<file path="src/design/boot_pkg.sv">
// boot memory package with host link types, block tables and port structs
`default_nettype none

package boot_pkg;

    ////////////////////////////////////////////////////////////
    // widths and sizes
    ////////////////////////////////////////////////////////////

    typedef logic [31:0] word_t;  // data or instruction word
    typedef logic [15:0] addr_t;  // core side byte address

    localparam int BLOCK_WORDS   = 16;
    localparam int DM_BLOCKS     = 4;
    localparam int IM_BLOCKS     = 4;
    localparam int BLK_IDX_W     = $clog2((DM_BLOCKS > IM_BLOCKS) ? DM_BLOCKS : IM_BLOCKS);
    localparam int WORD_OFF_W    = $clog2(BLOCK_WORDS);
    localparam int IM_SELECT_BIT = 16;  // host address bit for instruction blocks

    localparam int DM_DEPTH = 4096;
    localparam int IM_DEPTH = 256;
    localparam int DM_AW    = $clog2(DM_DEPTH);  // core addr bits 13:2
    localparam int IM_AW    = $clog2(IM_DEPTH);  // core addr bits 9:2

    localparam addr_t HOST_BASE  = 16'h9000;  // stores here and above go to the host
    localparam addr_t BLOCK_MASK = addr_t'(BLOCK_WORDS * 4 - 1);

    // block base addresses, loaded in this order
    localparam addr_t DM_BASES [DM_BLOCKS] = '{16'h1000, 16'h1040, 16'h2000, 16'h2040};
    localparam addr_t IM_BASES [IM_BLOCKS] = '{16'h0000, 16'h0040, 16'h0080, 16'h00C0};

    ////////////////////////////////////////////////////////////
    // encodings
    ////////////////////////////////////////////////////////////

    typedef enum logic [1:0] {
        IDLE  = 2'b00,
        READ  = 2'b01,
        WRITE = 2'b11
    } host_op_t;

    typedef enum logic [2:0] {
        BOOT_IDLE,
        WAIT_DM,
        LOAD_DM,
        WAIT_IM,
        LOAD_IM,
        RUN,
        WRT_HOST
    } boot_state_t;

    ////////////////////////////////////////////////////////////
    // port bundles
    ////////////////////////////////////////////////////////////

    typedef struct packed {
        host_op_t    op;
        logic [63:0] addr;
        word_t       data;
    } host_req_t;

    typedef struct packed {
        logic  ready;
        logic  rd_valid;
        logic  tx_done;  // high with the last word or write ack
        word_t data;
    } host_rsp_t;

    typedef struct packed {
        logic  en;
        addr_t addr;
        word_t data;
    } mem_wr_t;

    typedef struct packed {
        logic  rd;
        logic  wr;
        addr_t addr;
        word_t wdata;
    } core_req_t;

endpackage

`default_nettype wire
</file>
<file path="src/design/boot_fsm.sv">
// boot FSM that loads memory blocks from the host, routes memory writes and forwards host stores
`timescale 1ns/1ps
`default_nettype none

module boot_fsm
    import boot_pkg::*;
(
    input  logic      clk,
    input  logic      rst_n,
    input  host_rsp_t host_rsp,
    input  core_req_t core_req,
    input  addr_t     word_addr,
    input  logic      last_word,
    input  logic      last_block,
    output host_req_t host_req,
    output logic      clear,
    output logic      load_base,
    output logic      step,
    output logic      next_block,
    output logic      is_im,
    output mem_wr_t   dm_wr,
    output mem_wr_t   im_wr,
    output logic      core_hold
);

    boot_state_t state, next_state;
    logic        im_phase;  // current block goes to instruction memory
    logic        host_hit;
    logic        ld_en;
    mem_wr_t     ld_wr;
    addr_t       blk_base;
    addr_t       hw_addr;   // pending host write
    word_t       hw_data;

    always_ff @(posedge clk or negedge rst_n) begin
        if (!rst_n) begin
            state <= BOOT_IDLE;
        end else begin
            state <= next_state;
        end
    end

    always_ff @(posedge clk) begin
        if (state == RUN && host_hit) begin
            hw_addr <= core_req.addr;
            hw_data <= core_req.wdata;
        end
    end

    assign im_phase  = (state == WAIT_IM) || (state == LOAD_IM);
    assign host_hit  = core_req.wr && (core_req.addr >= HOST_BASE);
    assign blk_base  = word_addr & ~BLOCK_MASK;  // bases are block aligned
    assign is_im     = (next_state == WAIT_IM) || (next_state == LOAD_IM);
    assign core_hold = (state != RUN);
    assign ld_wr     = '{en: ld_en, addr: word_addr, data: host_rsp.data};

    ////////////////////////////////////////////////////////////
    // sequencing and counter commands
    ////////////////////////////////////////////////////////////

    always_comb begin
        next_state = state;
        clear      = 1'b0;
        load_base  = 1'b0;
        step       = 1'b0;
        next_block = 1'b0;
        ld_en      = 1'b0;
        case (state)
            BOOT_IDLE: begin
                if (host_rsp.ready) begin
                    clear      = 1'b1;
                    load_base  = 1'b1;
                    next_state = WAIT_DM;
                end
            end
            WAIT_DM, WAIT_IM: begin
                if (host_rsp.rd_valid) begin  // word 0
                    ld_en      = 1'b1;
                    step       = 1'b1;
                    next_state = im_phase ? LOAD_IM : LOAD_DM;
                end
            end
            LOAD_DM, LOAD_IM: begin
                ld_en = host_rsp.rd_valid;
                if (host_rsp.tx_done) begin
                    if (!last_block) begin
                        next_block = 1'b1;
                        load_base  = 1'b1;
                        next_state = im_phase ? WAIT_IM : WAIT_DM;
                    end else if (!im_phase) begin
                        // data tables done, restart on the instruction table
                        clear      = 1'b1;
                        load_base  = 1'b1;
                        next_state = WAIT_IM;
                    end else begin
                        next_state = RUN;
                    end
                end else if (host_rsp.rd_valid && !last_word) begin
                    step = 1'b1;
                end
            end
            RUN: begin
                if (host_hit) next_state = WRT_HOST;
            end
            WRT_HOST: begin
                if (host_rsp.tx_done) next_state = RUN;
            end
            default: next_state = BOOT_IDLE;
        endcase
    end

    ////////////////////////////////////////////////////////////
    // host request and memory write ports
    ////////////////////////////////////////////////////////////

    always_comb begin
        host_req = '{op: IDLE, addr: '0, data: '0};
        case (state)
            WAIT_DM, LOAD_DM, WAIT_IM, LOAD_IM: begin
                host_req.op                  = READ;
                host_req.addr                = 64'(blk_base);
                host_req.addr[IM_SELECT_BIT] = im_phase;
            end
            WRT_HOST: begin
                host_req.op   = WRITE;
                host_req.addr = 64'(hw_addr);
                host_req.data = hw_data;
            end
            default: ;
        endcase
    end

    always_comb begin
        dm_wr = '0;
        im_wr = '0;
        if (state == RUN) begin
            dm_wr.en   = core_req.wr && !host_hit;  // local stores only
            dm_wr.addr = core_req.addr;
            dm_wr.data = core_req.wdata;
        end else if (im_phase) begin
            im_wr = ld_wr;
        end else begin
            dm_wr = ld_wr;
        end
    end

endmodule

`default_nettype wire

</file>
<file path="config.mk">
export PLATFORM = sky130hd
export DESIGN_NAME = boot_fsm
export DESIGN_NICKNAME = d
export VERILOG_FILES = /design/src/design/boot_pkg.sv /design/src/design/boot_fsm.sv
export SDC_FILE = /design/constraint.sdc
export NUM_CORES = 1
export LEC_CHECK = 0
export ABC_AREA = 1
export ABC_CLOCK_PERIOD_IN_PS = 4820
export BUFFER_PORTS_ARGS = -buffer_cell sky130_fd_sc_hd__buf_2
export CAP_MARGIN = 25
export CORE_AREA = 2 2 119 121
export DETAILED_ROUTE_END_ITERATION = 6
export DIE_AREA = 0 0 121 123
export MAX_ROUTING_LAYER = met4
export PLACE_DENSITY_LB_ADDON = 0.3
export SLEW_MARGIN = 5
export SYNTH_ARGS = -nofsm -noshare
export SYNTH_HDL_FRONTEND = slang
export SYNTH_SLANG_ARGS = --single-unit
</file>
<file path="constraint.sdc">
create_clock -name clk -period 4.82 [get_ports clk]
set_input_delay 0.241 -clock clk [delete_from_list [all_inputs] [get_ports clk]]
set_output_delay 0.241 -clock clk [all_outputs]
set_load 0.05 [all_outputs]
</file>
* After elaboration in Yosys (flattened, before gate mapping) *
Cells that the tools add are included.

operators by class
  order comparisons = 1
  multiplexer cells = 32
  equal/unequal tests = 9
  reduce and logical (&&, ||, !) cells = 12

operators with widths
  operator                                              count
  two-way mux 49 bit                                    4
  one-hot mux 66 bit (2 select lines)                   1
  two-way mux 32 bit                                    1
  two-way mux 3 bit                                     8
  >= comparator 16 bit (second input constant)          1
  one-hot mux 3 bit (5 select lines)                    1
  equality test 3 bit (second input constant)           4
  two-way mux 1 bit                                     12
  equality test 3 x 2 -> 1 bit (second input constant)  3
  one-hot mux 1 bit (2 select lines)                    4
  logical AND 1 bit                                     4
  OR reduction 2 bit                                    2
  OR reduction 4 bit                                    1
  equality test 3 x 1 -> 1 bit (second input constant)  1
  zero test 3 bit                                       1
  inequality test 3 bit (second input constant)         1
  zero test 1 bit                                       2
  logical OR 1 bit                                      2
  two-way mux 2 bit                                     1

word-level totals
  bits in registers = 51
  logic and storage cells = 57
  input bits = 105

* Logic depth before layout (Yosys ltp) *
  depth after elaboration = 8
  depth in mapped cells = 15
  depth with buffers taken out = 13

* Least setup slack after synthesis *
No wires, ideal clock.

  path type = reg-to-output
  start = register state[1]
  end = output port dm_wr[48] in the netlist's numbering
  cell stages (with the launch flop) = 6
  data arrival time = 2.399 ns
  data required time = 4.579 ns
  path buffers = 2
  setup slack = 2.180 ns
  cells stage by stage = dfrtp_1 -> buf_2 -> inv_2 -> nand3_2 -> clkbuf_1 -> o31ai_1

RTL lines
  what                    RTL line        text
  from (decl)             boot_fsm.sv:26  boot_state_t state, next_state;
  from (signal assigned)  boot_fsm.sv:39  state <= next_state;
  to (decl)               boot_fsm.sv:21  output mem_wr_t dm_wr,

==> results.json <==
{
  "synth_common_cells": "102 x inv_1, 97 x nor2_1, 84 x nand2_1",
  "design_area_sq_um": 5130,
  "crit_buf_inv": 4,
  "clock_sinks": 51,
  "cp_cell_sequence": "inv_2 -> nand3_2 -> inv_2 -> buf_4 -> nand2_1 -> o31ai_1 -> buf_2",
  "synthArstFlopShare": 0.0588,
  "dr.pass1.iters": 4,
  "synth_top_cell_area_share": 0.393,
  "area_growth_pct": 39.8,
  "cap_violations": 0,
  "rows": 43,
  "power_leakage_nw": 3.01,
  "boundaryPins": 307,
  "setup-tns-final_ns": 0,
  "final-hold-violation-count": 0,
  "ys.flop_type": "edfxtp_1",
  "cts_tree": "done",
  "synthTopCellsByArea": "edfxtp_1 39%, inv_1 10%, nor2_1 9.9%",
  "powerDensity_nw_per_um2": 764,
  "cts-htree-levels": 2,
  "fp.dieH_um": 123,
  "drt_wl_total_um": 11300,
  "start_util": 0.270,
  "cp.required_ns": 4.58,
  "clockBufferDepth": 2,
  "ys_warn_count": 0,
  "clk-insertion-delay-late_ns": 0.29,
  "max_slew_margin": 0.346,
  "status": "complete, no violations",
  "cp_slowest_cell": "inv_2",
  "ir_drop_v": 0.000415,
  "dp_hpwl_um": 8560,
  "stdcell_count": 925,
  "cts_buffers": 5,
  "clkTransAtPathRegs_ns": 0.07,
  "yosysTopAreaCell": "edfxtp_1",
  "arrival_ns": 2.88,
  "grt_use_total": 0.143,
  "synth.most_common_cell": "inv_1",
  "grt_pass1_vias": 3165,
  "cp_max_fo": 57,
  "synth_edf_count": 48,
  "setup_violations": 0,
  "portBuffers": 258,
  "critPathKind": "reg -> out",
  "die-area_sq_um": 14900,
  "viasPerCell": 4.08,
  "root_buffer": "clkbuf_16",
  "yosysSeqAreaShare": 0.413,
  "critPathMaxStageDelay_ns": 0.77,
  "die_w_um": 121,
  "antenna_found_initial": 0,
  "vias": 3777,
  "worst_slew_pin_slew_ns": 0.981,
  "drc": 0,
  "cts_setup_buffers": 0,
  "fillers": 1498,
  "worst_setup_path_end_kind": "output port",
  "gr-total-overflow": 0,
  "drive_above_1_share": 0.379,
  "synth_cells": 502,
  "dp.cells": 915,
  "grt_pass1_wl_um": 16200,
  "final_antenna_net_count": 0,
  "post-route-min-period_ns": 3.12,
  "period_share": 0.647,
  "ys_types": 21,
  "final_nets": 852,
  "wl_per_cell_um": 12.2,
  "synth_area_sq_um": 3670,
  "crit_path_start_kind": "register",
  "finalMaxSlewViolations": 0,
  "crit_family": "buffers and inverters",
  "placed_area_sq_um": 4910,
  "gp_congestion": 0.899,
  "hp-class": "in -> reg",
  "fmax_ghz": 0.321,
  "rsz0062_at_grt": "no",
  "coreArea_sq_um": 13600,
  "grt_max_degree": 58,
  "crit_top_cell": "inv_2",
  "clock_skew_ns": 0.00388,
  "antenna_cells": 0,
  "avgSynthCellArea_sq_um": 7.32,
  "ys_seq_elements": 51,
  "drtIter0Drc": 187,
  "p_total_mw": 3.92
}
## cells in the final DEF, fill, tap and decap left out, types with 3 or more instances in the layout
master / count
edfxtp_1: 48
conb_1: 47
buf_2: 258
buf_4: 4
inv_2: 6
clkbuf_16: 5
nand2_1: 83
o21ai_1: 10
nor2_1: 97
inv_1: 101
o31ai_1: 45
dfrtp_1: 3
nand3_1: 13
o21ai_0: 8
ha_1: 3
## power breakdown
group	internal, mW	switching, mW
clock	0.298	0.150
sequential	0.506	0.0280
combinational	0.529	2.41
total	1.33	2.59
## timing repair
action / CTS / global route
gates resized for setup: 0 / 0
hold endpoints to repair: 3 / 0
hold buffers: 1 / 0
## cell type report
type,count,area [sq um],share of cell area
inverters,107,402,0.0782
repair buffers,264,1350,0.263
clock buffers,6,129,0.0251
multi-input cells,315,1450,0.282
clock inverters,2,60.1,0.0117
flip-flops and latches,51,1520,0.295
well taps,180,225,0.0439
## logic make-up after synthesis
family                   count (synthesis)  synth area share
other                                    1           0.00102
adder cells (fa/ha/maj)                  3            0.0102
buffers and inverters                  182             0.241
AO/OA/AOI/OAI                           66             0.123
AND/OR/NAND/NOR                        199             0.212
flip-flops                              51             0.413
## through the flow
stage	hold WS (ns)	worst slack, ns	utilization
floorplan	-0.0546	2.18	-
global placement	0.0415	1.98	0.361
detailed placement	0.0408	2.00	0.361
CTS	0.127	1.68	0.376
global route	0.128	1.44	0.377
finish	0.139	1.70	0.377
## final timing paths
path | start | to | slack [ns] | cells past startpoint
max | state[1] | dm_wr[16] | 1.70 | 7
min | core_req[18] | hw_data[18] | 0.14 | 1
max reg2reg | state[1] | state[1] | 2.51 | 12
min reg2reg | state[0] | state[0] | 0.77 | 3
max in group asynchronous | rst_n | state[1] | 4.44 | 2
min in group asynchronous | rst_n | state[0] | 0.27 | 2
## worst reg2reg max path, stage by stage (launching register included)
cell and delay [ns]:
dfrtp_1 0.52, inv_2 0.13, o21ai_1 0.17, nand2_2 0.07, inv_2 0.04, buf_4 0.46
ha_1 0.35, nand2_1 0.07, nand2_1 0.05, nand3_1 0.08, nand2_1 0.05, nor2_1 0.16
inv_1 0.06
## sequential cells by signal (all words and copies together) (netlist names)
name	count
hw_addr	16
state	3
hw_data	32
## layer usage
layer  GRT usage  wire length (um)  up-vias
met5           -                 0        -
met4      0.0356               155        0
met3      0.0291               801       15
met2       0.252              5550      168
met1       0.168              4810     1646
li1            -                 -     1948
Power figures use the tool's default switching activity.
