**src/design/boot_pkg.sv**
```systemverilog
// boot memory package with host link types, block tables and port structs
`default_nettype none

package boot_pkg;

    ////////////////////////////////////////////////////////////
    // widths and sizes
    ////////////////////////////////////////////////////////////

    typedef logic [31:0] word_t;  // data or instruction word
    typedef logic [15:0] addr_t;  // core side byte address

    localparam int BLOCK_WORDS   = 16;
    localparam int DM_BLOCKS     = 4;
    localparam int IM_BLOCKS     = 4;
    localparam int BLK_IDX_W     = $clog2((DM_BLOCKS > IM_BLOCKS) ? DM_BLOCKS : IM_BLOCKS);
    localparam int WORD_OFF_W    = $clog2(BLOCK_WORDS);
    localparam int IM_SELECT_BIT = 16;  // host address bit for instruction blocks

    localparam int DM_DEPTH = 4096;
    localparam int IM_DEPTH = 256;
    localparam int DM_AW    = $clog2(DM_DEPTH);  // core addr bits 13:2
    localparam int IM_AW    = $clog2(IM_DEPTH);  // core addr bits 9:2

    localparam addr_t HOST_BASE  = 16'h9000;  // stores here and above go to the host
    localparam addr_t BLOCK_MASK = addr_t'(BLOCK_WORDS * 4 - 1);

    // block base addresses, loaded in this order
    localparam addr_t DM_BASES [DM_BLOCKS] = '{16'h1000, 16'h1040, 16'h2000, 16'h2040};
    localparam addr_t IM_BASES [IM_BLOCKS] = '{16'h0000, 16'h0040, 16'h0080, 16'h00C0};

    ////////////////////////////////////////////////////////////
    // encodings
    ////////////////////////////////////////////////////////////

    typedef enum logic [1:0] {
        IDLE  = 2'b00,
        READ  = 2'b01,
        WRITE = 2'b11
    } host_op_t;

    typedef enum logic [2:0] {
        BOOT_IDLE,
        WAIT_DM,
        LOAD_DM,
        WAIT_IM,
        LOAD_IM,
        RUN,
        WRT_HOST
    } boot_state_t;

    ////////////////////////////////////////////////////////////
    // port bundles
    ////////////////////////////////////////////////////////////

    typedef struct packed {
        host_op_t    op;
        logic [63:0] addr;
        word_t       data;
    } host_req_t;

    typedef struct packed {
        logic  ready;
        logic  rd_valid;
        logic  tx_done;  // high with the last word or write ack
        word_t data;
    } host_rsp_t;

    typedef struct packed {
        logic  en;
        addr_t addr;
        word_t data;
    } mem_wr_t;

    typedef struct packed {
        logic  rd;
        logic  wr;
        addr_t addr;
        word_t wdata;
    } core_req_t;

endpackage

`default_nettype wire
```
**src/design/block_counter.sv**
```systemverilog
// block counter that tracks the block index and steps the load address through each block
`timescale 1ns/1ps
`default_nettype none

module block_counter
    import boot_pkg::*;
(
    input  logic  clk,
    input  logic  rst_n,
    input  logic  clear,
    input  logic  load_base,
    input  logic  step,
    input  logic  next_block,
    input  logic  is_im,
    output addr_t word_addr,
    output logic  last_word,
    output logic  last_block
);

    logic [BLK_IDX_W-1:0] blk_idx;
    logic [BLK_IDX_W-1:0] blk_idx_nxt;
    logic                 im_tbl;  // table of the loaded base
    addr_t                base;

    // index after this cycle's command, so a base load sees the new block
    always_comb begin
        blk_idx_nxt = blk_idx;
        if (clear) begin
            blk_idx_nxt = '0;
        end else if (next_block) begin
            blk_idx_nxt = blk_idx + 1'b1;
        end
    end

    assign base = is_im ? IM_BASES[blk_idx_nxt] : DM_BASES[blk_idx_nxt];

    always_ff @(posedge clk or negedge rst_n) begin
        if (!rst_n) begin
            blk_idx   <= '0;
            word_addr <= '0;
            im_tbl    <= 1'b0;
        end else begin
            blk_idx <= blk_idx_nxt;
            if (load_base) begin
                word_addr <= base;
                im_tbl    <= is_im;
            end else if (step) begin
                word_addr <= word_addr + addr_t'(4);  // next word
            end
        end
    end

    assign last_word  = (word_addr[WORD_OFF_W+1:2] == WORD_OFF_W'(BLOCK_WORDS - 1));
    assign last_block = im_tbl ? (blk_idx == BLK_IDX_W'(IM_BLOCKS - 1))
                               : (blk_idx == BLK_IDX_W'(DM_BLOCKS - 1));

endmodule

`default_nettype wire

```
**config.mk**
```make
export PLATFORM = sky130hd
export DESIGN_NAME = block_counter
export DESIGN_NICKNAME = d
export VERILOG_FILES = /design/src/design/boot_pkg.sv /design/src/design/block_counter.sv
export SDC_FILE = /design/constraint.sdc
export NUM_CORES = 1
export LEC_CHECK = 0
export ABC_AREA = 1
export BUFFER_PORTS_ARGS = -buffer_cell sky130_fd_sc_hd__buf_2
export CAP_MARGIN = 20
export CORE_MARGIN = 2
export CORE_UTILIZATION = 40
export CTS_BUF_LIST = sky130_fd_sc_hd__clkbuf_8
export DETAILED_ROUTE_END_ITERATION = 8
export PLACE_DENSITY_LB_ADDON = 0.15
export REMOVE_ABC_BUFFERS = 1
export SLEW_MARGIN = 5
export SYNTH_ARGS = -nofsm -noshare
export SYNTH_HDL_FRONTEND = slang
export SYNTH_SLANG_ARGS = --single-unit
```
**constraint.sdc**
```tcl
create_clock -name clk -period 2.3 [get_ports clk]
set_input_delay 0.46 -clock clk [delete_from_list [all_inputs] [get_ports clk]]
set_output_delay 0.46 -clock clk [all_outputs]
set_load 0.03 [all_outputs]
```
# --- Word level (Yosys, flattened, before mapping) ---
# Index checks and enable logic that the tools add are counted.
op_classes:
  n_addsub: 2
  order_cmp: 1
  n_eq_ne: 2
  n_mux: 11
  bitwise_logic: 1
  reduce_logical: 1
ops:
  columns: ["cell", "count"]
  rows:
  - ["16-bit two-way mux", 7]
  - ["16-bit binary-select mux with 2-bit select", 2]
  - ["16-bit by 3-bit adder with 16-bit output, second input constant", 1]
  - ["4-bit equality test, second input constant", 1]
  - ["2-bit two-way mux", 2]
  - ["3-bit >= comparator, second input constant", 1]
  - ["2-bit NOT with 3-bit output", 1]
  - ["2-bit by 1-bit adder with 2-bit output, second input constant", 1]
  - ["2-bit equality test, second input constant", 1]
  - ["2-bit nonzero test", 1]
totals:
  reg_bits: 18
  inputBits: 7
  out_inout_bits: 18
  word_cells: 20

# --- Logic depth before layout (Yosys ltp) ---
depth:
  word_depth: 9
  mapped_depth: 8
  depth_no_buf: 8

# --- Least setup slack after synthesis ---
# No wires, ideal clock.
synth_timing:
  path_kind: "reg-to-output"
  from: "register word_addr[2]"
  to: "output last_word"
  arrival_time_ps: 1252
  required_time_ps: 1840
  slack_ps: 588
  stages_incl_launch_ff: 6
  n_path_buf: 0
  path_cell_list: "dfrtp_1 > ha_1 > nand2_1 > inv_2 > nand2_1 > inv_1"
synth_between:
  elab_chain_len: 1
synth_rtl:
  columns: ["item", "line", "text"]
  rows:
  - ["start: declaration", "block_counter.sv:15", "output addr_t word_addr,"]
  - ["start signal: assignment", "block_counter.sv:45", "word_addr <= base;"]
  - ["start signal: assignment", "block_counter.sv:48", "word_addr <= word_addr + addr_t'(4);"]
  - ["4-bit equality test", "block_counter.sv:53", "assign last_word = (word_addr[WORD_OFF_W+1:2] == WORD_OFF_W'(BLOCK_WORDS - 1));"]
  - ["end: declaration", "block_counter.sv:16", "output logic last_word,"]
# No other way between the ends.

# --- Final worst setup path ---
# Ends and elaborated chain as after synthesis.

==> impl_results.html <==
<table>
<tr><th>Metric</th><th>Value</th></tr>
<tr><th colspan="2">Pwr</th></tr>
<tr><td>Combinational power share</td><td>0.175</td></tr>
<tr><td>Tot Pwr</td><td>0.631 mW</td></tr>
<tr><td>Worst supply voltage drop on vdd</td><td>0.316 mV</td></tr>
<tr><td>Switching power total</td><td>0.187 mW</td></tr>
<tr><td>Fraction of power spent switching nets</td><td>0.296</td></tr>
<tr><td>Clock group share of total power</td><td>0.327</td></tr>
<tr><td>Part of the total power dissipated in sequential elements</td><td>0.499</td></tr>
<tr><td>Power density relative to cell area</td><td>532 mW/mm²</td></tr>
<tr><td>Leakage Power</td><td>0.580 nW</td></tr>
<tr><td>Internal power component</td><td>0.444 mW</td></tr>
<tr><th colspan="2">Clocking</th></tr>
<tr><td>Depth of the CTS H-tree</td><td>1</td></tr>
<tr><td>Buffer levels on the longest clock path</td><td>2</td></tr>
<tr><td>Clock transition time at the flip-flop clock pins of the worst setup and hold paths</td><td>0.06 ns</td></tr>
<tr><td>Clock latency at the later pin of the worst-skew pair</td><td>0.24 ns</td></tr>
<tr><td>Count of buffers added by post-CTS timing repair for setup</td><td>0</td></tr>
<tr><td>Total clock buffers created by CTS</td><td>3</td></tr>
<tr><td>Post-cts gate resize count</td><td>0</td></tr>
<tr><td>Clock root buffer</td><td>clkbuf_8</td></tr>
<tr><td>Clock tree from TritonCTS</td><td>built</td></tr>
<tr><td>Clock sink count</td><td>16</td></tr>
<tr><td>Count of hold buffers inserted by post-cts repair</td><td>0</td></tr>
<tr><th colspan="2">GRT</th></tr>
<tr><td>Global-route congestion overflow total</td><td>0</td></tr>
<tr><td>Gr usage total</td><td>0.174</td></tr>
<tr><td>Number of antenna violations at the first check in global routing</td><td>0</td></tr>
<tr><td>Global-route wire length before repair</td><td>3.66 mm</td></tr>
<tr><td>Number of global-route vias before repair</td><td>834</td></tr>
<tr><td>Pin count of the biggest net entering global routing</td><td>17</td></tr>
<tr><th colspan="2">Synthesis</th></tr>
<tr><td>Cell variety after synth</td><td>28</td></tr>
<tr><td>Gate count after technology mapping</td><td>131</td></tr>
<tr><td>Synthesized flop and latch total</td><td>16</td></tr>
<tr><td>Post-synth ARST share</td><td>1.00</td></tr>
<tr><td>Ys Warns</td><td>0</td></tr>
<tr><td>Post-Synthesis Mean Instance Area</td><td>7.74 µm²</td></tr>
<tr><td>Sequential share of the synthesized area</td><td>0.395</td></tr>
<tr><td>Post-synth top area cell</td><td>dfrtp_1</td></tr>
<tr><td>Most instantiated library cell after synthesis</td><td>nand2_1</td></tr>
<tr><td>Post-synth top area share</td><td>0.395</td></tr>
<tr><td>Synthesized area</td><td>0.00101 mm²</td></tr>
<tr><td>Top post-synthesis cells by area</td><td>dfrtp_1 (40%), nand2_1 (10%), nor2_1 (5.2%)</td></tr>
<tr><td>Leading cell types by count after synthesis</td><td>nand2_1 (27), dfrtp_1 (16), nor2_1 (14), inv_1 (13)</td></tr>
<tr><td>Post-synth EDFFs</td><td>0</td></tr>
<tr><td>Dominant register cell in the synthesized netlist</td><td>dfrtp_1</td></tr>
<tr><th colspan="2">Worst setup path</th></tr>
<tr><td>Max Fanout on Critical Path</td><td>6</td></tr>
<tr><td>Slowest Stage Delay on Critical Path</td><td>0.43 ns</td></tr>
<tr><td>Nature of the critical path endpoint</td><td>output pin</td></tr>
<tr><td>Worst Reg2Reg Path Length in Cells</td><td>7</td></tr>
<tr><td>Cell chain of the critical path</td><td>ha_1 -&gt; nand2_1 -&gt; inv_2 -&gt; nand2_1 -&gt; inv_1 -&gt; buf_2</td></tr>
<tr><td>Crit path max-delay cell type</td><td>dfrtp_1</td></tr>
<tr><td>Critical path's most frequent cell</td><td>nand2_1</td></tr>
<tr><td>Register-to-Register Setup Slack</td><td>0.97 ns</td></tr>
<tr><td>Type of the worst setup path</td><td>reg -&gt; out</td></tr>
<tr><td>Startpoint Class</td><td>flop</td></tr>
<tr><td>Capturing point of the worst reg2reg path</td><td>word_addr[7]$_DFFE_PN0N_</td></tr>
<tr><td>Total number of cells along the worst setup path</td><td>6</td></tr>
<tr><td>Launch point of the worst reg-to-reg path</td><td>blk_idx[0]$_DFF_PN0_</td></tr>
<tr><td>Required time of the critical path</td><td>1.84 ns</td></tr>
<tr><td>Critical Path Source</td><td>word_addr[2]$_DFFE_PN0N_</td></tr>
<tr><td>Capture point of the worst path</td><td>last_word</td></tr>
<tr><td>Worst path top cell family by delay</td><td>flip-flops</td></tr>
<tr><td>Crit path buf inv count</td><td>3</td></tr>
<tr><td>Data arrival time of the worst path</td><td>1.36 ns</td></tr>
<tr><th colspan="2">Die</th></tr>
<tr><td>Die outline area</td><td>0.00295 mm²</td></tr>
<tr><td>Rows</td><td>18</td></tr>
<tr><td>Core area</td><td>0.00243 mm²</td></tr>
<tr><td>Horizontal extent of the die</td><td>54.3 µm</td></tr>
<tr><td>Ports placed on the boundary</td><td>25</td></tr>
<tr><td>Die Y</td><td>54.3 µm</td></tr>
<tr><td>Initial cell density of the core</td><td>0.417</td></tr>
<tr><th colspan="2">Layout</th></tr>
<tr><td>Util after Layout</td><td>0.488</td></tr>
<tr><td>Area growth from synthesis to layout</td><td>17.0%</td></tr>
<tr><td>Filler instances</td><td>258</td></tr>
<tr><td>Net count, final</td><td>165</td></tr>
<tr><td>Proportion of layout cells with a drive suffix above 1</td><td>0.299</td></tr>
<tr><td>ANT cells</td><td>0</td></tr>
<tr><th colspan="2">STA</th></tr>
<tr><td>PnR worst setup slack</td><td>0.475 ns</td></tr>
<tr><td>Worst hold slack after final layout</td><td>0.119 ns</td></tr>
<tr><td>Setup repair after global routing missed its margin</td><td>false</td></tr>
<tr><td>Final setup violation count</td><td>0</td></tr>
<tr><td>Sum of negative setup slack</td><td>0 ns</td></tr>
<tr><td>Final period utilization</td><td>0.793</td></tr>
<tr><td>Clock skew</td><td>0.00270 ns</td></tr>
<tr><td>Number of max-slew violations in the final report</td><td>0</td></tr>
<tr><td>Count of endpoints failing hold in the final timing report</td><td>0</td></tr>
<tr><td>Final worst path period need</td><td>1.82 ns</td></tr>
<tr><td>Max Fclk</td><td>548 MHz</td></tr>
<tr><th colspan="2">Place</th></tr>
<tr><td># port buffers</td><td>22</td></tr>
<tr><td>Worst slack, placed</td><td>0.743 ns</td></tr>
<tr><td>Placer's final routability congestion estimate</td><td>0.772</td></tr>
<tr><td>Hpwl dp</td><td>1.65 mm</td></tr>
<tr><th colspan="2">Drt</th></tr>
<tr><td>Average wire per standard cell</td><td>11.6 µm</td></tr>
<tr><td>Met2 layer wire length in the routed design</td><td>1.01 mm</td></tr>
<tr><td>Ratio of routed vias to standard cells</td><td>4.96</td></tr>
<tr><td>Number of DRC violations after detailed-routing iteration 0</td><td>15</td></tr>
<tr><td>Number of optimization iterations in the first detailed-route pass</td><td>4</td></tr>
<tr><td>DRC violations left</td><td>0</td></tr>
<tr><td>Wl on met1</td><td>998 µm</td></tr>
<tr><td>Highest metal layer with signal wires</td><td>met4</td></tr>
<tr><td>ANT nets after route</td><td>0</td></tr>
<tr><td>Aggregate routed wire length</td><td>2.14 mm</td></tr>
<tr><td>Via count</td><td>912</td></tr>
<tr><td>Length of routed met3 wiring</td><td>107 µm</td></tr>
<tr><th colspan="2">Job</th></tr>
<tr><td>MaxCap Viol Count</td><td>0</td></tr>
<tr><th colspan="2">Min path</th></tr>
<tr><td>Class of the tightest hold or removal check</td><td>in -&gt; async</td></tr>
<tr><th colspan="2">Outcome</th></tr>
<tr><td>Status</td><td>finished clean</td></tr>
</table>
state kept, by name, indices dropped and copies added, names as in the netlist:
name and count:
blk_idx 2, word_addr 14
layout make-up:
type,instances,area [µm²],area share
well taps,30,37.5,0.0316
repair buffers,22,110,0.0928
flip-flops and latches,16,400,0.338
clock buffers,3,41.3,0.0348
inverters,19,75.1,0.0633
multi-input cells,94,522,0.440
cell families (layout without fill, tap and decap cells):
| kind of cell | count (synthesis) | in the layout | synth area share |
|---|---|---|---|
| other | 1 | 2 | 0.00370 |
| adders and majority gates | 2 | 2 | 0.0247 |
| xor gates and xnor gates | 1 | 1 | 0.00864 |
| buffers and inverters | 22 | 44 | 0.0938 |
| and+or+nand+nor | 70 | 70 | 0.375 |
| DFF | 16 | 16 | 0.395 |
| AOI/OAI and AO/OA | 19 | 19 | 0.0988 |
routing by layer:
| layer | global-route usage | vias up |
|---|---|---|
| met1 | 0.222 | 420 |
| met2 | 0.291 | 22 |
| met4 | 0.0625 | 0 |
| met5 | 0 | - |
| met3 | 0.0328 | 4 |
| li1 | - | 466 |
how the worst min path moves through the flow:
stage	to	depth (start not counted)	startpoint	slack (ns)
floorplan	blk_idx[0]$_DFF_PN0_	0	rst_n	0.16
global placement	word_addr[6]$_DFFE_PN0N_	1	rst_n	0.39
detailed placement	word_addr[6]$_DFFE_PN0N_	1	rst_n	0.39
CTS	word_addr[6]$_DFFE_PN0N_	1	rst_n	0.13
global route	word_addr[7]$_DFFE_PN0N_	1	rst_n	0.15
finish	word_addr[7]$_DFFE_PN0N_	1	rst_n	0.12
power groups by stage:
stage,registers [mW],clock network (mW),logic [mW]
final,0.315,0.206,0.110
after CTS,0.315,0.211,0.112
after floorplan,0.340,0,0.0520
after global routing,0.317,0.225,0.124
after global placement,0.319,0,0.109
after detailed placement,0.320,0,0.111
through the flow:
stage	cell area (µm²)	cells
5_1_grt	1190	184
4_1_cts	1190	184
2_1_floorplan	997	129
6_report	1190	184
3_5_place_dp	1140	181
3_3_place_gp	1140	181
cells in the final DEF (no fill, tap or decap), types with 10 or more instances in the layout:
cell type	n
dfrtp_1	16
buf_2	22
nand3_1	10
nand2_1	27
a21oi_1	10
nor2_1	14
inv_1	13
(Power assumes the default switching activity.)
